===== src/hw/pcs_code_pkg.sv =====
`default_nettype none

package pcs_code_pkg;

	typedef logic [7:0] code_group_t;	// One decoded 8b/10b code group

	//////////////////////////////////////////////////
	// Control groups, sent with is_ctl high

	localparam code_group_t K28_5 = 8'hBC;	// Comma, first half of every /I/ and /C/
	localparam code_group_t K27_7 = 8'hFB;	// /S/ start of packet
	localparam code_group_t K29_7 = 8'hFD;	// /T/ end of packet
	localparam code_group_t K23_7 = 8'hF7;	// /R/ carrier extend
	localparam code_group_t K30_7 = 8'hFE;	// /V/ error propagation

	//////////////////////////////////////////////////
	// Data groups, sent with is_ctl low

	localparam code_group_t D16_2 = 8'h50;	// /I2/ second half, keeps disparity
	localparam code_group_t D5_6 = 8'hC5;	// /I1/ second half, flips disparity
	localparam code_group_t D21_5 = 8'hB5;	// /C1/ header
	localparam code_group_t D2_2 = 8'h42;	// /C2/ header

	localparam code_group_t PREAMBLE_BYTE = 8'h55;	// GMII byte standing in for /S/

	// Transmit sequencing FSM, one state per kind of group on the wire
	typedef enum logic [2:0] {
		TX_I2_0  = 3'd0,	// K28.5 of /I2/
		TX_I2_1  = 3'd1,	// D16.2 of /I2/
		TX_START = 3'd2,	// /S/ after finishing an idle
		TX_FRAME = 3'd3,	// Payload bytes
		TX_TERM  = 3'd4,	// First /R/ after /T/
		TX_PAD   = 3'd5,	// Second /R/ for even alignment
		TX_I1_0  = 3'd6,	// K28.5 of /I1/
		TX_I1_1  = 3'd7		// D5.6 of /I1/
	} tx_state_t;

endpackage

`default_nettype wire


===== src/hw/pcs_link_pkg.sv =====
`default_nettype none

package pcs_link_pkg;

	//////////////////////////////////////////////////
	// Link timer

	localparam int unsigned LINK_TIMER_CYCLES = 1_250_000;	// 10 ms at 125 MHz
	localparam int unsigned LINK_TIMER_BITS = $clog2(LINK_TIMER_CYCLES + 1);
	typedef logic [LINK_TIMER_BITS-1:0] link_timer_t;

	//////////////////////////////////////////////////
	// Code error monitor

	localparam int unsigned ERROR_WINDOW_CYCLES = 65_536;	// Power of two, counter wraps
	localparam int unsigned ERROR_WINDOW_BITS = $clog2(ERROR_WINDOW_CYCLES);
	typedef logic [ERROR_WINDOW_BITS-1:0] error_window_t;

	localparam int unsigned ERROR_LIMIT = 128;	// Bad groups per window that kill the link
	typedef logic [7:0] error_count_t;	// Saturates at 255

	// Idle detection
	localparam int unsigned IDLE_MATCH_COUNT = 4;	// Consecutive /I2/ for a match
	typedef logic [$clog2(IDLE_MATCH_COUNT)-1:0] idle_count_t;

endpackage

`default_nettype wire


===== src/hw/link_monitor.sv =====
`default_nettype none
`timescale 1ns/1ns

module link_monitor (
	input  wire logic clk_125mhz,
	input  wire logic arst_n,
	input  wire logic rx_data_valid,
	input  wire logic rx_disparity_err,
	input  wire logic rx_symbol_err,
	input  wire logic cfg_seen,
	input  wire logic idle_match,
	output logic      link_up
);

	pcs_link_pkg::link_timer_t   link_timer;	// Cycles since last idle match
	pcs_link_pkg::error_window_t window_cnt;	// Free running
	pcs_link_pkg::error_count_t  error_count;
	logic                        rx_fault;
	logic                        timer_done;
	logic                        window_end;
	logic                        too_many_errs;

	assign rx_fault = rx_data_valid && (rx_disparity_err || rx_symbol_err);
	assign timer_done = (link_timer ==
		pcs_link_pkg::link_timer_t'(pcs_link_pkg::LINK_TIMER_CYCLES));
	assign window_end = (window_cnt ==
		pcs_link_pkg::error_window_t'(pcs_link_pkg::ERROR_WINDOW_CYCLES - 1));
	assign too_many_errs = window_end &&
		(error_count >= pcs_link_pkg::error_count_t'(pcs_link_pkg::ERROR_LIMIT));

	//////////////////////////////////////////////////
	// Link timer, only runs while the link is up

	always_ff @(posedge clk_125mhz or negedge arst_n) begin
		if (!arst_n)
			link_timer <= '0;
		else if (!link_up || idle_match || timer_done)
			link_timer <= '0;	// Idle seen, restart the 10 ms period
		else
			link_timer <= link_timer + 1'b1;
	end

	//////////////////////////////////////////////////
	// Error window

	always_ff @(posedge clk_125mhz or negedge arst_n) begin
		if (!arst_n) begin
			window_cnt <= '0;
			error_count <= '0;
		end else begin
			window_cnt <= window_cnt + 1'b1;	// Wraps every window
			if (window_end)
				error_count <= rx_fault ? pcs_link_pkg::error_count_t'(1) : '0;
			else if (rx_fault && (error_count != '1))
				error_count <= error_count + 1'b1;	// Saturate at 255
		end
	end

	// Link state
	always_ff @(posedge clk_125mhz or negedge arst_n) begin
		if (!arst_n)
			link_up <= 1'b0;
		else if (!link_up) begin
			if (idle_match)
				link_up <= 1'b1;	// No negotiation, idles are enough
		end else if (cfg_seen || timer_done || too_many_errs)
			link_up <= 1'b0;
	end

endmodule

`default_nettype wire


===== src/hw/pcs_top.sv =====
`default_nettype none
`timescale 1ns/1ns

module pcs_top (
	input  wire logic                      clk_125mhz,
	input  wire logic                      arst_n,

	// RX code groups from the SERDES
	input  wire logic                      rx_data_valid,
	input  wire logic                      rx_data_is_ctl,
	input  wire pcs_code_pkg::code_group_t rx_data,
	input  wire logic                      rx_disparity_err,
	input  wire logic                      rx_symbol_err,

	output logic                           link_up,

	// GMII receive
	output logic                           gmii_rx_en,
	output logic                           gmii_rx_er,
	output pcs_code_pkg::code_group_t      gmii_rx_data,

	// GMII transmit
	input  wire logic                      gmii_tx_en,
	input  wire pcs_code_pkg::code_group_t gmii_tx_data,

	// TX code groups to the SERDES
	input  wire logic                      tx_disparity_negative,
	output logic                           tx_data_is_ctl,
	output pcs_code_pkg::code_group_t      tx_data
);

	logic cfg_seen;	// Far end sent a /C/ set
	logic idle_match;	// Run of /I2/ on the RX side

	rx_ordered_set_parser parser_i (
		.clk_125mhz     (clk_125mhz),
		.arst_n         (arst_n),
		.rx_data_valid  (rx_data_valid),
		.rx_data_is_ctl (rx_data_is_ctl),
		.rx_data        (rx_data),
		.cfg_seen       (cfg_seen),
		.idle_match     (idle_match)
	);

	link_monitor link_monitor_i (
		.clk_125mhz       (clk_125mhz),
		.arst_n           (arst_n),
		.rx_data_valid    (rx_data_valid),
		.rx_disparity_err (rx_disparity_err),
		.rx_symbol_err    (rx_symbol_err),
		.cfg_seen         (cfg_seen),
		.idle_match       (idle_match),
		.link_up          (link_up)
	);

	rx_frame_decoder decoder_i (
		.clk_125mhz     (clk_125mhz),
		.arst_n         (arst_n),
		.rx_data_valid  (rx_data_valid),
		.rx_data_is_ctl (rx_data_is_ctl),
		.rx_data        (rx_data),
		.idle_match     (idle_match),
		.gmii_rx_en     (gmii_rx_en),
		.gmii_rx_er     (gmii_rx_er),
		.gmii_rx_data   (gmii_rx_data)
	);

	tx_frame_encoder encoder_i (
		.clk_125mhz            (clk_125mhz),
		.arst_n                (arst_n),
		.link_up               (link_up),
		.gmii_tx_en            (gmii_tx_en),
		.gmii_tx_data          (gmii_tx_data),
		.tx_disparity_negative (tx_disparity_negative),
		.tx_data_is_ctl        (tx_data_is_ctl),
		.tx_data               (tx_data)
	);

endmodule

`default_nettype wire


===== src/hw/rx_frame_decoder.sv =====
`default_nettype none
`timescale 1ns/1ns

module rx_frame_decoder (
	input  wire logic                      clk_125mhz,
	input  wire logic                      arst_n,
	input  wire logic                      rx_data_valid,
	input  wire logic                      rx_data_is_ctl,
	input  wire pcs_code_pkg::code_group_t rx_data,
	input  wire logic                      idle_match,
	output logic                           gmii_rx_en,
	output logic                           gmii_rx_er,
	output pcs_code_pkg::code_group_t      gmii_rx_data
);

	logic is_start;

	assign is_start = rx_data_is_ctl && (rx_data == pcs_code_pkg::K27_7);

	//////////////////////////////////////////////////
	// Frame state and error flag

	always_ff @(posedge clk_125mhz or negedge arst_n) begin
		if (!arst_n) begin
			gmii_rx_en <= 1'b0;
			gmii_rx_er <= 1'b0;
		end else begin
			gmii_rx_er <= 1'b0;	// Error only lasts one byte
			if (rx_data_valid) begin
				if (is_start)
					gmii_rx_en <= 1'b1;
				else if (gmii_rx_en && idle_match) begin
					gmii_rx_en <= 1'b0;	// Lost /T/, idles already back
					gmii_rx_er <= 1'b1;
				end else if (gmii_rx_en && rx_data_is_ctl) begin
					if (rx_data == pcs_code_pkg::K29_7)
						gmii_rx_en <= 1'b0;
					else if (rx_data == pcs_code_pkg::K30_7)
						gmii_rx_er <= 1'b1;	// /V/ from the far end
					// Other K codes in a frame are dropped
				end
			end
		end
	end

	// Byte lane
	always_ff @(posedge clk_125mhz) begin
		if (rx_data_valid) begin
			if (is_start)
				gmii_rx_data <= pcs_code_pkg::PREAMBLE_BYTE;	// /S/ replaced a preamble byte
			else if (gmii_rx_en && !rx_data_is_ctl)
				gmii_rx_data <= rx_data;
		end
	end

endmodule

`default_nettype wire


===== src/hw/rx_ordered_set_parser.sv =====
`default_nettype none
`timescale 1ns/1ns

module rx_ordered_set_parser (
	input  wire logic                      clk_125mhz,
	input  wire logic                      arst_n,
	input  wire logic                      rx_data_valid,
	input  wire logic                      rx_data_is_ctl,
	input  wire pcs_code_pkg::code_group_t rx_data,
	output logic                           cfg_seen,	// Pulse per complete /C/ set
	output logic                           idle_match	// Level, run of /I2/ present
);

	typedef enum logic [1:0] {
		CFG_WAIT_COMMA,	// Hunt for K28.5
		CFG_HEADER,		// Expect D21.5 or D2.2
		CFG_REG_0,		// Low config byte
		CFG_REG_1		// High config byte
	} cfg_state_t;

	cfg_state_t                  cfg_state;
	logic                        is_comma;
	logic                        is_i2_tail;
	logic                        is_cfg_header;
	logic                        last_was_comma;	// Previous valid group was K28.5
	pcs_link_pkg::idle_count_t   idle_count;

	assign is_comma = rx_data_is_ctl && (rx_data == pcs_code_pkg::K28_5);
	assign is_i2_tail = !rx_data_is_ctl && (rx_data == pcs_code_pkg::D16_2);
	assign is_cfg_header = !rx_data_is_ctl &&
		((rx_data == pcs_code_pkg::D21_5) || (rx_data == pcs_code_pkg::D2_2));

	//////////////////////////////////////////////////
	// /C1/ and /C2/ ordered set framing

	always_ff @(posedge clk_125mhz or negedge arst_n) begin
		if (!arst_n) begin
			cfg_state <= CFG_WAIT_COMMA;
			cfg_seen <= 1'b0;
		end else begin
			cfg_seen <= 1'b0;
			if (rx_data_valid) begin
				case (cfg_state)
					CFG_WAIT_COMMA: if (is_comma) cfg_state <= CFG_HEADER;
					CFG_HEADER: begin
						if (is_cfg_header)
							cfg_state <= CFG_REG_0;
						else if (!is_comma)	// Repeated comma stays here
							cfg_state <= CFG_WAIT_COMMA;
					end
					CFG_REG_0: cfg_state <= rx_data_is_ctl ? CFG_WAIT_COMMA : CFG_REG_1;
					CFG_REG_1: begin
						cfg_state <= CFG_WAIT_COMMA;
						cfg_seen <= !rx_data_is_ctl;	// Config bytes are never K codes
					end
					default: cfg_state <= CFG_WAIT_COMMA;
				endcase
			end
		end
	end

	//////////////////////////////////////////////////
	// Comma follower, counts K28.5/D16.2 pairs

	always_ff @(posedge clk_125mhz or negedge arst_n) begin
		if (!arst_n) begin
			last_was_comma <= 1'b0;
			idle_count <= '0;
			idle_match <= 1'b0;
		end else begin
			if (rx_data_valid) begin
				last_was_comma <= is_comma;
				if (is_i2_tail && last_was_comma) begin
					if (idle_count == pcs_link_pkg::idle_count_t'(pcs_link_pkg::IDLE_MATCH_COUNT - 1))
						idle_match <= 1'b1;	// Count holds, match stays up
					else
						idle_count <= idle_count + 1'b1;
				end else if (!is_comma || last_was_comma) begin
					idle_count <= '0;	// Anything but an /I2/ breaks the run
					idle_match <= 1'b0;
				end
			end
			if (cfg_seen) begin	// Far end is negotiating, no idles
				idle_count <= '0;
				idle_match <= 1'b0;
			end
		end
	end

endmodule

`default_nettype wire


===== src/hw/tx_frame_encoder.sv =====
`default_nettype none
`timescale 1ns/1ns

module tx_frame_encoder (
	input  wire logic                      clk_125mhz,
	input  wire logic                      arst_n,
	input  wire logic                      link_up,
	input  wire logic                      gmii_tx_en,
	input  wire pcs_code_pkg::code_group_t gmii_tx_data,
	input  wire logic                      tx_disparity_negative,	// From the serializer
	output logic                           tx_data_is_ctl,
	output pcs_code_pkg::code_group_t      tx_data
);

	pcs_code_pkg::tx_state_t tx_state;
	pcs_code_pkg::tx_state_t idle_after_frame;	// /I1/ or /I2/ after carrier extend
	logic                    tx_phase;	// High while tx_data sits on an even position
	logic                    tx_en;

	assign tx_en = gmii_tx_en && link_up;	// Link down means idles only

	// Positive running disparity needs /I1/ to bring it back negative
	assign idle_after_frame = tx_disparity_negative ? pcs_code_pkg::TX_I2_0 :
		pcs_code_pkg::TX_I1_0;

	always_ff @(posedge clk_125mhz or negedge arst_n) begin
		if (!arst_n) begin
			tx_state <= pcs_code_pkg::TX_I2_0;
			tx_phase <= 1'b0;
			tx_data_is_ctl <= 1'b0;
			tx_data <= '0;
		end else begin
			tx_phase <= !tx_phase;
			tx_data_is_ctl <= 1'b0;

			case (tx_state)

				//////////////////////////////////////////////////
				// Idles between frames

				pcs_code_pkg::TX_I2_0: begin
					tx_data_is_ctl <= 1'b1;
					if (tx_en) begin
						tx_data <= pcs_code_pkg::K27_7;	// /S/ eats the first preamble byte
						tx_state <= pcs_code_pkg::TX_FRAME;
					end else begin
						tx_data <= pcs_code_pkg::K28_5;
						tx_phase <= 1'b1;	// Comma is always even
						tx_state <= pcs_code_pkg::TX_I2_1;
					end
				end
				pcs_code_pkg::TX_I2_1: begin
					tx_data <= pcs_code_pkg::D16_2;	// Must finish the ordered set
					tx_state <= tx_en ? pcs_code_pkg::TX_START : pcs_code_pkg::TX_I2_0;
				end

				//////////////////////////////////////////////////
				// Packet

				pcs_code_pkg::TX_START: begin
					tx_data_is_ctl <= 1'b1;
					tx_data <= pcs_code_pkg::K27_7;
					tx_state <= pcs_code_pkg::TX_FRAME;
				end
				pcs_code_pkg::TX_FRAME: begin
					if (tx_en)
						tx_data <= gmii_tx_data;	// Straight through
					else begin
						tx_data_is_ctl <= 1'b1;
						tx_data <= pcs_code_pkg::K29_7;
						tx_state <= pcs_code_pkg::TX_TERM;
					end
				end
				pcs_code_pkg::TX_TERM: begin
					tx_data_is_ctl <= 1'b1;
					tx_data <= pcs_code_pkg::K23_7;
					// /T/ on odd position needs a second /R/
					tx_state <= tx_phase ? idle_after_frame : pcs_code_pkg::TX_PAD;
				end
				pcs_code_pkg::TX_PAD: begin
					tx_data_is_ctl <= 1'b1;
					tx_data <= pcs_code_pkg::K23_7;
					tx_state <= idle_after_frame;
				end

				// Disparity fix
				pcs_code_pkg::TX_I1_0: begin
					tx_data_is_ctl <= 1'b1;
					tx_data <= pcs_code_pkg::K28_5;
					tx_phase <= 1'b1;
					tx_state <= pcs_code_pkg::TX_I1_1;
				end
				pcs_code_pkg::TX_I1_1: begin
					tx_data <= pcs_code_pkg::D5_6;
					tx_state <= pcs_code_pkg::TX_I2_0;
				end

				default: tx_state <= pcs_code_pkg::TX_I2_0;

			endcase
		end
	end

endmodule

`default_nettype wire


===== config.mk =====
export PLATFORM = sky130hd
export DESIGN_NAME = pcs_top
export DESIGN_NICKNAME = d
export VERILOG_FILES = /design/src/hw/pcs_code_pkg.sv /design/src/hw/pcs_link_pkg.sv /design/src/hw/link_monitor.sv /design/src/hw/pcs_top.sv /design/src/hw/rx_frame_decoder.sv /design/src/hw/rx_ordered_set_parser.sv /design/src/hw/tx_frame_encoder.sv
export SDC_FILE = /design/constraint.sdc
export NUM_CORES = 1
export LEC_CHECK = 0
export BUFFER_PORTS_ARGS = -buffer_cell sky130_fd_sc_hd__buf_2
export CAP_MARGIN = 20
export CORE_MARGIN = 2
export CORE_UTILIZATION = 50
export CTS_CLUSTER_DIAMETER = 40
export DETAILED_ROUTE_END_ITERATION = 7
export PLACE_DENSITY = 0.7
export SYNTH_ARGS = -nofsm -noshare
export SYNTH_HDL_FRONTEND = slang
export SYNTH_SLANG_ARGS = --single-unit

===== constraint.sdc =====
create_clock -name clk_125mhz -period 4.61 [get_ports clk_125mhz]
set_input_delay 0.922 -clock clk_125mhz [delete_from_list [all_inputs] [get_ports clk_125mhz]]
set_output_delay 0.922 -clock clk_125mhz [all_outputs]
set_load 0.02 [all_outputs]

==> impl_results.md <==
* Tcrit/Tclk final at 47.95%
* Max clock buf depth at 2
* Cts hold-fix bufs at 0
* Die Width at 89.73 um
* Asr flop ratio synth at 89.47%
* Root buffer cell: clkbuf_8
* Worst EP required at 4870 ps
* Die Span Y at 89.73 um
* Detail Route Antenna Nets at 0
* Fin crit period at 2210 ps
* Status: finished clean
* Leakage at 1.780 nW
* Vias per cell at 5.367
* Clk Latency, worst-skew pair at 340 ps
* I/O Buffers at 43
* # DRC at 0
* Fraction of layout cells with a size suffix above 1 at 16.71%
* Post-CTS Repair Setup Buffers at 0
* Worst clock skew at 6.356 ps
* CTS Buf Count at 9
* Switch share at 30.04%
* Critical path launch point type: primary input
* Clock power share at 32.5%
* GRT Total Usage at 18.45%
* Largest net degree at the start of global routing at 46
* Post-Syn Area per Cell at 9.959 um^2
* Net Switching at 0.5279 mW
* Ant. Diodes at 0
* Seq/Total Area, Yosys at 52.84%
* Register bit total from synthesis at 76
* Top cell type by total area after synthesis: dfrtp_1
* Final #Nets at 444
* Ys flop type: dfrtp_1
* Clock transition at the registers of the reported paths at 80 ps
* Met3 WL post-DR at 228 um
* Routed met2 length at 3.149 mm
* Worst Setup End Kind: flip-flop
* Crit Path Category: in -> reg
* Setup violators final at 0
* Max Clk Rate at 452.4 MHz
* DP HPWL at 4.764 mm
* Synth area leaders: dfrtp_1 46%, edfxtp_1 6.5%, xnor2_1 5.2%, nor2_1 4.3%, o21ai_0 2.9%
* Maximum VDD drop at 327.4 uV
* Area delta synth->final at 15.36%
* CTS tree: yes
* Comb pwr share at 18.2%
* H-tree levels at 3
* Top Layer Used: met4
* Max Cap Viol at 0
* Die ar. at 0.008051 mm^2
* Synth Net Count at 399
* Initial Util at 51.21%
* HP Class: reg -> reg
* Placement Rows at 31
* Post-Syn Instances at 369
* Slew Limit Headroom at 59.29%
* Max-slew violation count at 0
* Core ar. at 0.007176 mm^2
* Cell Area, Synth at 0.003675 mm^2
* Pre-CTS setup slack at 2035 ps
* Sink Count at 76
* Synthesis Warnings at 0
* Setup TNS at 0 ps
* Data arrival, critical path at 2470 ps
* Metal-1 WL at 3.390 mm
* Share of the synthesized area in the top cell type at 46.31%
* Total wire length at 6.874 mm
* Slew @ Worst Pin at 608.4 ps
* GRT overflow at 0
* Io pins at 44
* Final hold vios at 0
* Post-synth cell types at 51
* PostCTS Resize Cnt at 0
* Max FO, Critical Path at 4
* DR WL/cell at 13.27 um
* Reg power frac at 49.3%
* Count leader, synth: dfrtp_1
* Number of synthesized flops with an enable pin at 8
* Initial antenna violation count at 0
* R2R Setup Slk at 2560 ps
* First-pass GRT wire length at 12.14 mm
* Vias in the first global route at 2654
* DRT iter0 DRCs at 126
* Fin worst setup slack at 2400 ps
* Pint at 1.229 mW
* Power per cell area at 414.5 mW/mm^2
* Detailed Routing Iterations Pass 1 at 5
* Commonest cells post-synth: 68 x dfrtp_1, 42 x nor2_1, 25 x nand2_1
* GPL Wtd Cong at 0.8173
* Via count of the routed design at 2780
* RSZ-0062 raised after global routing: no
final timing paths:
path	cells past startpoint	from	endpoint
min in group asynchronous	1	arst_n	link_monitor_i.error_count[1]$_DFFE_PN0P_
setup / recovery	5	rx_data[2]	parser_i.idle_count[1]$_DFFE_PN0P_
hold reg to reg	1	link_monitor_i.window_cnt[13]$_DFF_PN0_	link_monitor_i.window_cnt[13]$_DFF_PN0_
setup reg to reg	5	link_monitor_i.window_cnt[0]$_DFF_PN0_	link_monitor_i.error_count[0]$_DFFE_PN0P_
hold / removal	1	link_monitor_i.window_cnt[13]$_DFF_PN0_	link_monitor_i.window_cnt[13]$_DFF_PN0_
max in group asynchronous	2	arst_n	link_monitor_i.link_timer[0]$_DFF_PN0_
per-layer routing:
layer | vias to the layer above | track usage (%)
met5 | - | 0
met4 | 0 | 9.103
met3 | 9 | 3.437
met2 | 60 | 27.84
met1 | 1308 | 25.82
li1 | 1403 | -
critical path, stage by stage:
cell and delay, ps:
buf_2 110, or4b_1 560, nor4_2 330, or3b_1 410
o22ai_1 130
layout by cell type (no fill, tap or decap), types with 3 or more instances in the layout:
cell      count
nand3_1      16
buf_2        43
nor4b_1       3
nor2_1       42
xor2_1        8
nand2_1      25
nor4_1       10
dfrtp_1      68
xnor2_1      22
or4_1         4
buf_4         3
o211ai_1      4
o21a_1        3
o22ai_1       3
or3_1         5
and4_1        4
nand4_1      12
edfxtp_1      8
ha_1          6
clkbuf_8     11
a21oi_1      18
nand2b_1      6
or2_2         3
nor2b_1       5
o21ai_0      21
nor3_1        6
inv_1        21
final cells by class:
class | count | area (um^2)
multi-input combinational | 259 | 1609
inverter | 21 | 78.83
sequential | 76 | 1942
timing repair buffer | 47 | 257.7
clock inverter | 4 | 72.57
tap | 99 | 123.9
clock buffer | 12 | 155.1
fill | 602 | 2937
metrics by stage:
stage / instance area, um^2 / cells / util, % / hold slack [ps] / total power [mW]
after floorplan: 3675 / 369 / - / 436.3 / 1.089
after global placement: 3991 / 501 / 55.62 / 456.2 / 1.185
after detailed placement: 3991 / 501 / 55.62 / 458.6 / 1.198
after CTS: 4219 / 517 / 58.80 / 472.5 / 1.771
after global routing: 4239 / 518 / 59.08 / 493.5 / 1.855
final: 4239 / 518 / 59.08 / 469.6 / 1.757
flip-flops by register name, summed over array words and instances (netlist names), 2 cells and up:
signal,flops
link_monitor_i.link_timer,21
parser_i.cfg_state,2
parser_i.idle_count,2
link_monitor_i.error_count,8
decoder_i.gmii_rx_data,8
encoder_i.tx_data,8
link_monitor_i.window_cnt,16
encoder_i.tx_state,3
power groups by stage:
stage               Sequential, mW  Clock, mW  Combinational [mW]
floorplan                    0.870          0               0.218
global placement             0.874          0               0.311
detailed placement           0.879          0               0.319
CTS                          0.865      0.585               0.321
global route                 0.882      0.613               0.361
finish                       0.866      0.571               0.320
cell families (layout without fill, tap and decap cells):
| group | after synthesis | in the layout | synth area share (%) |
|---|---|---|---|
| simple gates | 154 | 154 | 22.37 |
| xor+xnor | 30 | 30 | 7.150 |
| flops | 76 | 76 | 52.84 |
| buf+inv | 34 | 84 | 3.575 |
| fa+ha+maj | 6 | 6 | 2.043 |
| mux | 2 | 2 | 0.5448 |
| compound gates | 67 | 67 | 11.47 |
Note: power is estimated with default switching activity, not from simulation.
